<file path="src/cache_pkg.sv">
// Cache geometry, address field types, bus and way structs, controller states.
package cache_pkg;

    // Geometry.
    localparam int ADDR_W         = 16;
    localparam int WORDS_PER_LINE = 4;
    localparam int NUM_SETS       = 8;
    localparam int NUM_WAYS       = 2;

    // Address fields, from the top: tag, set, word offset, byte.
    localparam int WORD_OFS_W = $clog2(WORDS_PER_LINE);
    localparam int SET_W      = $clog2(NUM_SETS);
    localparam int TAG_W      = ADDR_W - SET_W - WORD_OFS_W - 2;

    typedef logic [31:0]                   word_t;
    typedef logic [3:0]                    byte_en_t;
    typedef logic [ADDR_W-1:0]             byte_addr_t;
    typedef logic [TAG_W-1:0]              tag_t;
    typedef logic [SET_W-1:0]              set_idx_t;
    typedef logic [WORD_OFS_W-1:0]         word_ofs_t;
    typedef logic [$clog2(NUM_WAYS)-1:0]   way_idx_t;

    // CPU request; an all-zero byte mask is a read.
    typedef struct packed {
        byte_addr_t addr;
        word_t      data;
        byte_en_t   byte_en;
    } cpu_req_t;

    typedef struct packed {
        word_t data;
    } cpu_rsp_t;

    // External memory request, word addressed.
    typedef struct packed {
        logic [ADDR_W-3:0] addr;
        word_t             data;
        logic              write;
    } mem_req_t;

    // Registered read result of one way.
    typedef struct packed {
        logic  hit;
        logic  valid;
        logic  dirty;
        tag_t  tag;
        word_t data;
    } way_rd_t;

    // Write into one way. The tag, valid and dirty bits only change with tag_we.
    typedef struct packed {
        logic      tag_we;
        tag_t      tag;
        logic      valid;
        logic      dirty;
        byte_en_t  byte_en;
        word_t     data;
        set_idx_t  set;
        word_ofs_t ofs;
    } way_wr_t;

    typedef enum logic [2:0] {
        IDLE,
        LOOKUP,
        WRITE_BACK,
        FILL,
        FLUSH_SCAN,
        FLUSH_WRITE_BACK
    } ctrl_state_t;

    function automatic tag_t addr_tag(byte_addr_t a);
        return a[ADDR_W-1 -: TAG_W];
    endfunction

    function automatic set_idx_t addr_set(byte_addr_t a);
        return a[2+WORD_OFS_W +: SET_W];
    endfunction

    function automatic word_ofs_t addr_ofs(byte_addr_t a);
        return a[2 +: WORD_OFS_W];
    endfunction

endpackage

</file>
<file path="src/cache_access_buffer.sv">
// Access buffer holding the accepted CPU request until the controller retires it.
module cache_access_buffer (
    input  logic                clk,
    input  logic                arst_n,
    input  logic                req_valid,
    input  logic                req_ready,
    input  cache_pkg::cpu_req_t req,
    output cache_pkg::cpu_req_t acc_req,
    output logic                acc_valid
);

    // The controller only raises req_ready once the held request is done,
    // so a ready cycle either loads a new request or empties the buffer.
    always_ff @(posedge clk or negedge arst_n) begin
        if (!arst_n) begin
            acc_valid <= 1'b0;
        end else if (req_ready) begin
            acc_valid <= req_valid;
        end
    end

    // Payload only.
    always_ff @(posedge clk) begin
        if (req_valid && req_ready) begin
            acc_req <= req;
        end
    end

endmodule

</file>
<file path="src/cache_way.sv">
// One cache way: tag, valid and dirty per set, byte-writable data, tag compare.
module cache_way (
    input  logic                clk,
    input  logic                arst_n,
    input  cache_pkg::set_idx_t  rd_set,
    input  cache_pkg::word_ofs_t rd_ofs,
    input  cache_pkg::tag_t      cmp_tag,
    input  cache_pkg::way_wr_t   wr,
    input  logic                wr_en,
    output cache_pkg::way_rd_t   rd
);
    import cache_pkg::*;

    // Storage.
    tag_t                tags [NUM_SETS];
    word_t               data [NUM_SETS][WORDS_PER_LINE];
    logic [NUM_SETS-1:0] valid;
    logic [NUM_SETS-1:0] dirty;

    // Read registers.
    tag_t  tag_q;
    word_t data_q;
    logic  valid_q;
    logic  dirty_q;

    // Line state bits, cleared on reset.
    always_ff @(posedge clk or negedge arst_n) begin
        if (!arst_n) begin
            valid   <= '0;
            dirty   <= '0;
            valid_q <= 1'b0;
            dirty_q <= 1'b0;
        end else begin
            valid_q <= valid[rd_set];
            dirty_q <= dirty[rd_set];
            if (wr_en && wr.tag_we) begin
                valid[wr.set] <= wr.valid;
                dirty[wr.set] <= wr.dirty;
            end
        end
    end

    // Tag and data arrays, read before write.
    always_ff @(posedge clk) begin
        tag_q  <= tags[rd_set];
        data_q <= data[rd_set][rd_ofs];
        if (wr_en && wr.tag_we) begin
            tags[wr.set] <= wr.tag;
        end
        if (wr_en) begin
            for (int b = 0; b < 4; b++) begin
                if (wr.byte_en[b]) begin
                    data[wr.set][wr.ofs][b*8 +: 8] <= wr.data[b*8 +: 8];
                end
            end
        end
    end

    // Hit against the current request tag.
    assign rd.hit   = valid_q && (tag_q == cmp_tag);
    assign rd.valid = valid_q;
    assign rd.dirty = dirty_q;
    assign rd.tag   = tag_q;
    assign rd.data  = data_q;

endmodule

</file>
<file path="src/cache_way_select.sv">
// Way select: hit encoding, hit word and victim line information.
module cache_way_select (
    input  cache_pkg::way_rd_t  way_rd [cache_pkg::NUM_WAYS],
    input  cache_pkg::way_idx_t victim_way,
    output logic                hit,
    output cache_pkg::way_idx_t hit_way,
    output cache_pkg::word_t    hit_data,
    output logic                victim_dirty,
    output cache_pkg::tag_t     victim_tag,
    output cache_pkg::word_t    victim_data
);
    import cache_pkg::*;

    // At most one way can hold a given tag.
    always_comb begin
        hit     = 1'b0;
        hit_way = '0;
        for (int w = 0; w < NUM_WAYS; w++) begin
            if (way_rd[w].hit) begin
                hit     = 1'b1;
                hit_way = way_idx_t'(w);
            end
        end
    end

    assign hit_data = way_rd[hit_way].data;

    // Only a valid dirty line needs write-back.
    assign victim_dirty = way_rd[victim_way].valid && way_rd[victim_way].dirty;
    assign victim_tag   = way_rd[victim_way].tag;
    assign victim_data  = way_rd[victim_way].data;

endmodule

</file>
<file path="src/cache_controller.sv">
// Cache controller FSM: lookup, write-back, fill, flush, round-robin and memory port.
module cache_controller (
    input  logic                         clk,
    input  logic                         arst_n,
    input  cache_pkg::cpu_req_t          acc_req,
    input  logic                         acc_valid,
    input  logic                         flush,
    input  logic                         hit,
    input  cache_pkg::way_idx_t          hit_way,
    input  cache_pkg::word_t             hit_data,
    input  logic                         victim_dirty,
    input  cache_pkg::tag_t              victim_tag,
    input  cache_pkg::word_t             victim_data,
    output cache_pkg::way_idx_t          victim_way,
    output cache_pkg::set_idx_t          rd_set,
    output cache_pkg::word_ofs_t         rd_ofs,
    output cache_pkg::way_wr_t           wr,
    output logic [cache_pkg::NUM_WAYS-1:0] wr_en,
    output logic                         req_ready,
    output logic                         busy,
    output logic                         rsp_valid,
    output cache_pkg::cpu_rsp_t          rsp,
    output logic                         mem_req_valid,
    input  logic                         mem_ready,
    output cache_pkg::mem_req_t          mem_req,
    input  logic                         mem_rsp_valid,
    input  cache_pkg::word_t             mem_rsp_data
);
    import cache_pkg::*;

    ctrl_state_t state;
    word_ofs_t   cnt;
    logic        rd_pend;
    logic        primed;
    way_idx_t    rr [NUM_SETS];

    // Flush position, set in the upper bits and way in the lower.
    logic [SET_W+$bits(way_idx_t)-1:0] flush_idx;
    set_idx_t scan_set;
    way_idx_t scan_way;

    tag_t      acc_tag;
    set_idx_t  acc_set;
    word_ofs_t acc_ofs;
    set_idx_t  line_set;
    logic      is_read;
    logic      in_flush;
    logic      in_wb;
    logic      mem_fire;
    logic      wb_last;
    logic      rsp_take;
    logic      inv_entry;
    logic      wr_go;
    way_idx_t  wsel;

    assign acc_tag = addr_tag(acc_req.addr);
    assign acc_set = addr_set(acc_req.addr);
    assign acc_ofs = addr_ofs(acc_req.addr);
    assign is_read = (acc_req.byte_en == '0);
    assign {scan_set, scan_way} = flush_idx;

    assign in_flush = state inside {FLUSH_SCAN, FLUSH_WRITE_BACK};
    assign in_wb    = state inside {WRITE_BACK, FLUSH_WRITE_BACK};
    assign mem_fire = mem_req_valid && mem_ready;
    assign wb_last  = in_wb && mem_fire && (&cnt);

    // A zero-delay answer may arrive in the same cycle as the request.
    assign rsp_take = (state == FILL) && mem_rsp_valid && (rd_pend || mem_fire);

    // Clean entries drop during the scan, dirty ones after their write-back.
    assign inv_entry = (state == FLUSH_SCAN && primed && !victim_dirty)
                    || (state == FLUSH_WRITE_BACK && wb_last);

    assign line_set   = in_flush ? scan_set : acc_set;
    assign victim_way = in_flush ? scan_way : rr[acc_set];
    assign rd_set     = line_set;

    // Write-back reads one word ahead so data is ready when memory accepts.
    always_comb begin
        case (state)
            IDLE:                         rd_ofs = acc_ofs;
            WRITE_BACK, FLUSH_WRITE_BACK: rd_ofs = mem_fire ? cnt + 1'b1 : cnt;
            default:                      rd_ofs = '0;
        endcase
    end

    // CPU side.
    assign busy      = in_flush;
    assign req_ready = (state == IDLE && !acc_valid) || (state == LOOKUP && hit);
    assign rsp_valid = (state == LOOKUP) && hit && is_read;
    assign rsp.data  = hit_data;

    // Memory side. Read data field is zero so the request holds steady.
    assign mem_req_valid = in_wb || (state == FILL && !rd_pend);
    assign mem_req.addr  = {in_wb ? victim_tag : acc_tag, line_set, cnt};
    assign mem_req.data  = in_wb ? victim_data : '0;
    assign mem_req.write = in_wb;

    // Way write command.
    always_comb begin
        wr      = '0;
        wr.set  = line_set;
        wr.ofs  = cnt;
        wr.tag  = acc_tag;
        wr_go   = 1'b0;
        wsel    = victim_way;
        if (state == LOOKUP && hit && !is_read) begin
            // Write hit merges bytes and marks the line dirty.
            wr_go      = 1'b1;
            wsel       = hit_way;
            wr.tag_we  = 1'b1;
            wr.valid   = 1'b1;
            wr.dirty   = 1'b1;
            wr.byte_en = acc_req.byte_en;
            wr.data    = acc_req.data;
            wr.ofs     = acc_ofs;
        end else if (rsp_take) begin
            wr_go      = 1'b1;
            wr.tag_we  = 1'b1;
            wr.valid   = 1'b1;
            wr.byte_en = '1;
            wr.data    = mem_rsp_data;
        end else if (inv_entry) begin
            // Clears valid and dirty.
            wr_go     = 1'b1;
            wr.tag_we = 1'b1;
        end
    end

    assign wr_en = NUM_WAYS'(wr_go) << wsel;

    always_ff @(posedge clk or negedge arst_n) begin
        if (!arst_n) begin
            state     <= IDLE;
            cnt       <= '0;
            rd_pend   <= 1'b0;
            primed    <= 1'b0;
            flush_idx <= '0;
            for (int s = 0; s < NUM_SETS; s++) begin
                rr[s] <= '0;
            end
        end else begin
            case (state)
                IDLE: begin
                    if (flush) begin
                        state     <= FLUSH_SCAN;
                        flush_idx <= '0;
                        primed    <= 1'b0;
                    end else if (acc_valid) begin
                        state <= LOOKUP;
                    end
                end
                LOOKUP: begin
                    if (hit) begin
                        state <= IDLE;
                    end else begin
                        cnt   <= '0;
                        state <= victim_dirty ? WRITE_BACK : FILL;
                    end
                end
                WRITE_BACK, FLUSH_WRITE_BACK: begin
                    if (mem_fire) begin
                        cnt <= cnt + 1'b1;
                    end
                    if (wb_last && state == WRITE_BACK) begin
                        state <= FILL;
                    end else if (wb_last) begin
                        state <= (&flush_idx) ? IDLE : FLUSH_SCAN;
                    end
                end
                FILL: begin
                    if (rsp_take) begin
                        rd_pend <= 1'b0;
                        cnt     <= cnt + 1'b1;
                        if (&cnt) begin
                            // Line complete. Replay the request as a hit.
                            rr[acc_set] <= rr[acc_set] + 1'b1;
                            state       <= IDLE;
                        end
                    end else if (mem_fire) begin
                        rd_pend <= 1'b1;
                    end
                end
                FLUSH_SCAN: begin
                    // One cycle for the entry's line state to be read.
                    if (!primed) begin
                        primed <= 1'b1;
                    end else if (victim_dirty) begin
                        cnt   <= '0;
                        state <= FLUSH_WRITE_BACK;
                    end else if (&flush_idx) begin
                        state <= IDLE;
                    end
                end
                default: state <= IDLE;
            endcase

            if (inv_entry) begin
                flush_idx <= flush_idx + 1'b1;
                primed    <= 1'b0;
            end
        end
    end

endmodule

</file>
<file path="src/cache_top.sv">
// Cache top level: access buffer, way array, way select and controller.
module cache_top (
    input  logic                clk,
    input  logic                arst_n,
    input  logic                flush,
    input  logic                req_valid,
    input  cache_pkg::cpu_req_t req,
    output logic                req_ready,
    output logic                busy,
    output logic                rsp_valid,
    output cache_pkg::cpu_rsp_t rsp,
    output logic                mem_req_valid,
    input  logic                mem_ready,
    output cache_pkg::mem_req_t mem_req,
    input  logic                mem_rsp_valid,
    input  cache_pkg::word_t    mem_rsp_data
);
    import cache_pkg::*;

    cpu_req_t             acc_req;
    logic                 acc_valid;
    set_idx_t             rd_set;
    word_ofs_t            rd_ofs;
    tag_t                 cmp_tag;
    way_wr_t              wr;
    logic [NUM_WAYS-1:0]  wr_en;
    way_rd_t              way_rd [NUM_WAYS];
    logic                 hit;
    way_idx_t             hit_way;
    word_t                hit_data;
    way_idx_t             victim_way;
    logic                 victim_dirty;
    tag_t                 victim_tag;
    word_t                victim_data;

    assign cmp_tag = addr_tag(acc_req.addr);

    cache_access_buffer u_access_buffer (
        .clk       (clk),
        .arst_n    (arst_n),
        .req_valid (req_valid),
        .req_ready (req_ready),
        .req       (req),
        .acc_req   (acc_req),
        .acc_valid (acc_valid)
    );

    for (genvar w = 0; w < NUM_WAYS; w++) begin : g_way
        cache_way u_way (
            .clk     (clk),
            .arst_n  (arst_n),
            .rd_set  (rd_set),
            .rd_ofs  (rd_ofs),
            .cmp_tag (cmp_tag),
            .wr      (wr),
            .wr_en   (wr_en[w]),
            .rd      (way_rd[w])
        );
    end

    cache_way_select u_way_select (
        .way_rd       (way_rd),
        .victim_way   (victim_way),
        .hit          (hit),
        .hit_way      (hit_way),
        .hit_data     (hit_data),
        .victim_dirty (victim_dirty),
        .victim_tag   (victim_tag),
        .victim_data  (victim_data)
    );

    cache_controller u_controller (
        .clk           (clk),
        .arst_n        (arst_n),
        .acc_req       (acc_req),
        .acc_valid     (acc_valid),
        .flush         (flush),
        .hit           (hit),
        .hit_way       (hit_way),
        .hit_data      (hit_data),
        .victim_dirty  (victim_dirty),
        .victim_tag    (victim_tag),
        .victim_data   (victim_data),
        .victim_way    (victim_way),
        .rd_set        (rd_set),
        .rd_ofs        (rd_ofs),
        .wr            (wr),
        .wr_en         (wr_en),
        .req_ready     (req_ready),
        .busy          (busy),
        .rsp_valid     (rsp_valid),
        .rsp           (rsp),
        .mem_req_valid (mem_req_valid),
        .mem_ready     (mem_ready),
        .mem_req       (mem_req),
        .mem_rsp_valid (mem_rsp_valid),
        .mem_rsp_data  (mem_rsp_data)
    );

endmodule

</file>
<file path="config.mk">
export PLATFORM = sky130hd
export DESIGN_NAME = cache_top
export DESIGN_NICKNAME = d
export VERILOG_FILES = /design/src/cache_pkg.sv /design/src/cache_access_buffer.sv /design/src/cache_way.sv /design/src/cache_way_select.sv /design/src/cache_controller.sv /design/src/cache_top.sv
export SDC_FILE = /design/constraint.sdc
export NUM_CORES = 2
export LEC_CHECK = 0
export ABC_AREA = 1
export CAP_MARGIN = 5
export CELL_PAD_IN_SITES_DETAIL_PLACEMENT = 0
export CELL_PAD_IN_SITES_GLOBAL_PLACEMENT = 1
export CORE_UTILIZATION = 53
export DETAILED_ROUTE_END_ITERATION = 7
export DONT_BUFFER_PORTS = 1
export PLACE_DENSITY = 0.86
export SKIP_CTS_REPAIR_TIMING = 1
export SYNTH_ARGS = -nofsm -noshare
export SYNTH_HDL_FRONTEND = slang
export SYNTH_SLANG_ARGS = --single-unit
</file>
<file path="constraint.sdc">
create_clock -name clk -period 10.5 [get_ports clk]
set_input_delay 1.575 -clock clk [delete_from_list [all_inputs] [get_ports clk]]
set_output_delay 1.575 -clock clk [all_outputs]
set_load 0.1 [all_outputs]
</file>
* After elaboration in Yosys (flattened, before gate mapping) *
Memories as Yosys holds them, arrays and structs flattened. A register that Yosys moved wholly into a read port is not among the register bits.
Index checks and enable logic that the tools add are counted.

storage, ports and cells
  register bits after elaboration = 172
  bits in writable memories = 2192
  input port bits = 90
  output and inout port bits = 83
  memories = 4

operators by class
  add/sub/neg operators = 3
  magnitude comparators = 9
  eq/ne operators = 16
  shift-type cells = 1
  multiplexer cells = 877
  bitwise operators = 773
  reduce and logical (&&, ||, !) cells = 49

memory list
  memory               words  width  read ports  clocked after memory_dff  wr ports  line             RTL
  g_way[0].u_way.data  8      128    1           0                         1         cache_way.sv:16  word_t data [NUM_SETS][WORDS_PER_LINE];
  g_way[1].u_way.data  8      128    1           0                         1         cache_way.sv:16
  g_way[0].u_way.tags  8      9      1           1                         1         cache_way.sv:15  tag_t tags [NUM_SETS];
  g_way[1].u_way.tags  8      9      1           1                         1         cache_way.sv:15

operator list
  operator                                                                 number
  128-bit 2-to-1 mux                                                       8
  1-bit 2-to-1 mux                                                         808
  1-bit OR                                                                 768
  32-bit 2-to-1 mux                                                        9
  32-bit demux with 2-bit select                                           4
  43-bit 2-to-1 mux                                                        3
  32-bit binary-select mux with 2-bit select                               2
  36-bit 2-to-1 mux                                                        2
  8-bit bitwise mux                                                        5
  3-bit 2-to-1 mux                                                         12
  24-bit 2-to-1 mux                                                        1
  1-bit logical AND                                                        23
  9-bit == test                                                            2
  16-bit 2-to-1 mux                                                        1
  1-bit binary-select mux with 3-bit select                                5
  3-bit one-hot mux with 5 select lines                                    1
  2-bit 2-to-1 mux                                                         6
  4-bit 2-to-1 mux                                                         3
  2-bit nonzero test                                                       5
  9-bit 2-to-1 mux                                                         1
  8-bit 2-to-1 mux                                                         1
  2-bit by 1-bit inequality test with 1-bit output, second input constant  4
  2-bit one-hot mux with 4 select lines                                    1
  2-bit AND reduction                                                      4
  other kinds (34)                                                         49

* Logic depth before layout (Yosys ltp) *
  depth in word-level cells = 22
  gate-level depth with buffers = 16
  depth with buffers taken out = 15

* Cells and area by module *
Synthesis repeated with hierarchy kept, for this count alone.

second synthesis, totals
  cell total of the unflattened synthesis = 8752
  area total of the unflattened synthesis = 97870.1 um^2

modules (own cells, without submodules)
  module               times used  cells each  area each (um^2)  sequential area each (um^2)
  cache_way            2           4012        46354.5           34182.8
  cache_controller     1           462         2611.3            475.5
  cache_access_buffer  1           58          1605.3            1586.5
  cache_way_select     1           208         944.7             0.0

* Worst setup path before layout *
Ideal clock, no wire load.

  path kind = input to register
  start point = input req_valid
  end point = register u_access_buffer.acc_req[0] (netlist name)
  arrival time = 5298 ps
  data required time = 9963 ps
  slack = 4665 ps
  cell stages on the path = 1
  path through = a21boi_0

on the way
  word-level cells in the longest chain between the ends = 1

RTL lines
  what                line                       RTL
  start: declaration  cache_top.sv:6             input logic req_valid,
  1-bit logical AND   cache_access_buffer.sv:24  if (req_valid && req_ready) begin

Every way passes these cells.
A chain may end at the register's enable or synchronous reset.

==> metrics.md <==
| Metric | Value |
|---|---|
| Mapped Area | `0.09680 mm2` |
| Netlist cell types | `40` |
| WP data required | `8.93 ns` |
| Worst setup path class | `flop to primary output` |
| Mapped Avg Cell Area | `11.04 um2` |
| Die area | `0.1844 mm2` |
| Hpwl dp | `148.6 mm` |
| Post-DRT Antenna Nets | `0` |
| CTS tree | `yes` |
| CP arrival | `5.14 ns` |
| Startpoint Class | `flop` |
| Pwr Density | `274.8 mW/mm2` |
| Initial Util | `53.44%` |
| Largest net degree at the start of global routing | `196` |
| Slew of the pin with the lowest slew margin | `1.234 ns` |
| CTS max path bufs | `3` |
| Max Fanout on Critical Path | `56` |
| I/O pin total | `173` |
| Fin util | `59.33%` |
| DP Cell Count | `10.78k` |
| Initial antenna violation count | `3` |
| Drt drc | `0` |
| CTS buffer count | `228` |
| Worst-path cell chain | `nor2_1 > nand2_2 > nand2_2 > inv_2 > nand2_1 > nand2_1 > inv_4 > buf_4 > nor2_1 > a211oi_4` |
| Status | `completed` |
| Post-Route Skew | `0.04891 ns` |
| Core area | `0.1811 mm2` |
| Chip height | `429.4 um` |
| Final Hold Vio Count | `0` |
| Vias in the first global route | `60.28k` |
| DR vias | `64.08k` |
| Clock root cell | `clkbuf_16` |
| Non-Filler Instances | `11.22k` |
| Drt total wl | `262.9 mm` |
| Final WS setup | `3.788 ns` |
| Worst slew margin | `17.80%` |
| First-pass DRT Iterations | `5` |
| Synthesized instance count | `8764` |
| Number of H-tree levels | `4` |
| Fillers | `14.07k` |
| Horiz. Die Dim | `429.4 um` |
| Syn Nets | `8856` |
| Tcrit/Tclk final | `63.93%` |
| Total negative slack | `0 ns` |
| Delay of the slowest critical-path stage | `0.92 ns` |
| Fmax | `149.0 MHz` |
| #FFs+latches synth | `2380` |
| Congestion Overflow GR | `0` |
| M1 WL | `102.5 mm` |
| Crit path time final | `6.712 ns` |
| Max VDD drop | `0.3505 mV` |
| TritonCTS sink count | `2380` |
| Met2 wire length | `123.0 mm` |
| Highest metal used | `met4` |
| CP max stage cell | `a211oi_4` |
| Setup crit end kind | `primary output` |
| Unrepaired setup endpoints after global routing | `false` |
| P_leak | `39.37 nW` |
| Initial DRC Count | `7636` |
| DR WL met3 | `27.12 mm` |
| Max Cap Viol | `0` |
| Final net count | `8736` |
| YS warnings | `0` |
| Port Buffers | `0` |
| Clk slew on worst S/H paths | `0.07 ns` |
| Hold WS | `0.3932 ns` |
| DR WL/cell | `23.44 um` |
| Max Slew Vio Count | `0` |
| Vias/cell | `5.712` |
| Gpl congestion | `0.8505` |
| Worst-skew pair later-pin latency | `0.89 ns` |
| GRT Overall Usage | `28.19%` |
| Share of cells above drive strength 1 | `7.382%` |
| First-pass GRT wire length | `386.1 mm` |
| Area Overhead vs Synth | `11.02%` |
| Setup WS pre-CTS | `4.319 ns` |
| Sequential share of the synthesized area | `72.70%` |
| Num rows | `156` |
| Final setup viols | `0` |
| Hold WC Path Type | `input port to asynchronous set/reset pin` |
[synthesized netlist by cell type, drive strengths merged]
master  number  area, um2
or2          3      18.77
inv        194      728.2
ha           2      25.02
o21bai       1      7.510
a31oi        4      25.02
a21boi       3      22.52
dfxtp       82       1642
clkbuf     201      754.5
xor2         1      8.760
o22ai        1      6.260
o211ai       3      22.52
nand3b       1      7.510
nand2     3988      14980
a221oi      14      122.6
nand4       34      212.7
o21a         1      7.510
nand3      486       2597
buf        272       1411
a21oi      316       1582
xnor2        3      26.28
edfxtp    2242      67320
dfrtp       56       1401
o31ai        1      7.510
o21ai      243       1227
nor3         2      10.01
nor2       528       2007
a22oi       46      345.3
a21o         1      7.510
a211oi      35      262.8
[cell type report]
type / instances / area (um2) / share of cell area [%]
Clock inverter: 137 / 1478 / 1.375
Multi-Input combinational cell: 5717 / 24660 / 22.95
Clock buffer: 295 / 6187 / 5.757
Timing Repair Buffer: 123 / 1049 / 0.9757
Sequential cell: 2380 / 70370 / 65.48
Antenna cell: 1 / 2.502 / 0.002329
Tap cell: 2370 / 2965 / 2.759
Inverter: 194 / 753.2 / 0.7009
[where the power goes]
group          switching, W  total, W  internal, W
Combinational       0.00795    0.0104      0.00245
Sequential         0.000275    0.0108       0.0106
Clock               0.00362   0.00830      0.00468
[layout by cell type, fill, tap and decap left out, types with 6 or more instances in the layout]
cell type,synthesis,routed
nor2_1,522,521
clkinv_16,0,9
nor2_4,2,6
a211oi_4,0,32
clkbuf_16,0,228
o21ai_0,172,106
dfrtp_1,56,56
o21ai_4,0,40
clkbuf_8,0,23
dfxtp_1,82,82
nand2_1,3985,3984
clkinv_1,0,46
inv_1,172,171
a221oi_1,14,14
inv_2,22,13
a22oi_1,46,46
clkbuf_1,201,44
edfxtp_1,2242,2242
buf_12,0,10
a21oi_2,0,9
nand4_1,34,34
o21ai_2,3,32
bufinv_16,0,20
a21oi_1,316,307
o21ai_1,68,65
inv_4,0,10
nand3_1,453,448
nand3_2,33,29
nand3_4,0,9
buf_4,31,113
clkinv_2,0,43
clkinvlp_4,0,8
[critical path, delay by kind of cell, from the launching register on]
kind | cells | cell delay (ns)
AND/OR/NAND/NOR | 6 | 1.53
buffers and inverters | 3 | 1.32
AO/OA/AOI/OAI | 1 | 0.92
flip-flops | 1 | 0.43
[per-stage QoR]
| step | cell area, um2 | total power [W] |
|---|---|---|
| final | 107500 | 0.02953 |
| after global routing | 107500 | 0.03075 |
| after global placement | 99800 | 0.02113 |
| after floorplan | 96800 | 0.01771 |
| after detailed placement | 99800 | 0.02123 |
| after CTS | 107500 | 0.02944 |
[kinds of logic (layout without fill, tap and decap cells)]
| kind of cell | after synthesis | count (layout) | synth area share, % |
|---|---|---|---|
| AND/OR/NAND/NOR | 5042 | 5042 | 20.49 |
| XOR/XNOR | 4 | 4 | 0.03620 |
| other | 0 | 1 | 0 |
| flip-flops | 2380 | 2380 | 72.70 |
| AO/OA/AOI/OAI | 669 | 669 | 3.767 |
| adder cells (fa/ha/maj) | 2 | 2 | 0.02585 |
| buffers and inverters | 667 | 749 | 2.990 |
[path summary, 6_finish.rpt]
check,slack (ns),cells after the start,end,startpoint
worst max-delay path,3.79,10,mem_req[18],u_controller.state[0]$_DFFE_PN0P_
worst min-delay path,0.39,0,u_controller.rd_pend$_DFFE_PN0P_,arst_n
worst max register to register,4.21,11,g_way[1].u_way.tags[7][2]$_DFFE_PP_,u_controller.state[0]$_DFFE_PN0P_
worst min register to register,0.47,2,g_way[0].u_way.tag_q[4]$_DFF_P_,g_way[0].u_way.tags[4][4]$_DFFE_PP_
max in group asynchronous,9.95,0,g_way[1].u_way.valid[4]$_DFFE_PN0P_,arst_n
min in group clk,0.47,2,g_way[0].u_way.tag_q[4]$_DFF_P_,g_way[0].u_way.tags[4][4]$_DFFE_PP_
[routing by layer]
| layer | vias up | track usage (%) |
|---|---|---|
| met5 | - | 0 |
| met4 | 0 | 10.70 |
| met3 | 488 | 5.608 |
| met2 | 3217 | 44.59 |
| met1 | 31040 | 38.74 |
| li1 | 29330 | - |
[registers in the layout (all words and copies together), names as in the netlist]
register                   cells
u_controller.cnt               2
g_way.u_way.dirty             16
u_controller.rr                8
g_way.u_way.dirty_q            2
g_way.u_way.data_q            64
u_controller.rd_pend           1
g_way.u_way.valid             16
g_way.u_way.valid_q            2
g_way.u_way.tags             144
g_way.u_way.data            2048
u_controller.primed            1
u_access_buffer.acc_req       50
g_way.u_way.tag_q             18
u_controller.state             3
u_access_buffer.acc_valid      1
u_controller.flush_idx         4
No activity file was read; power rests on OpenSTA's default activity.
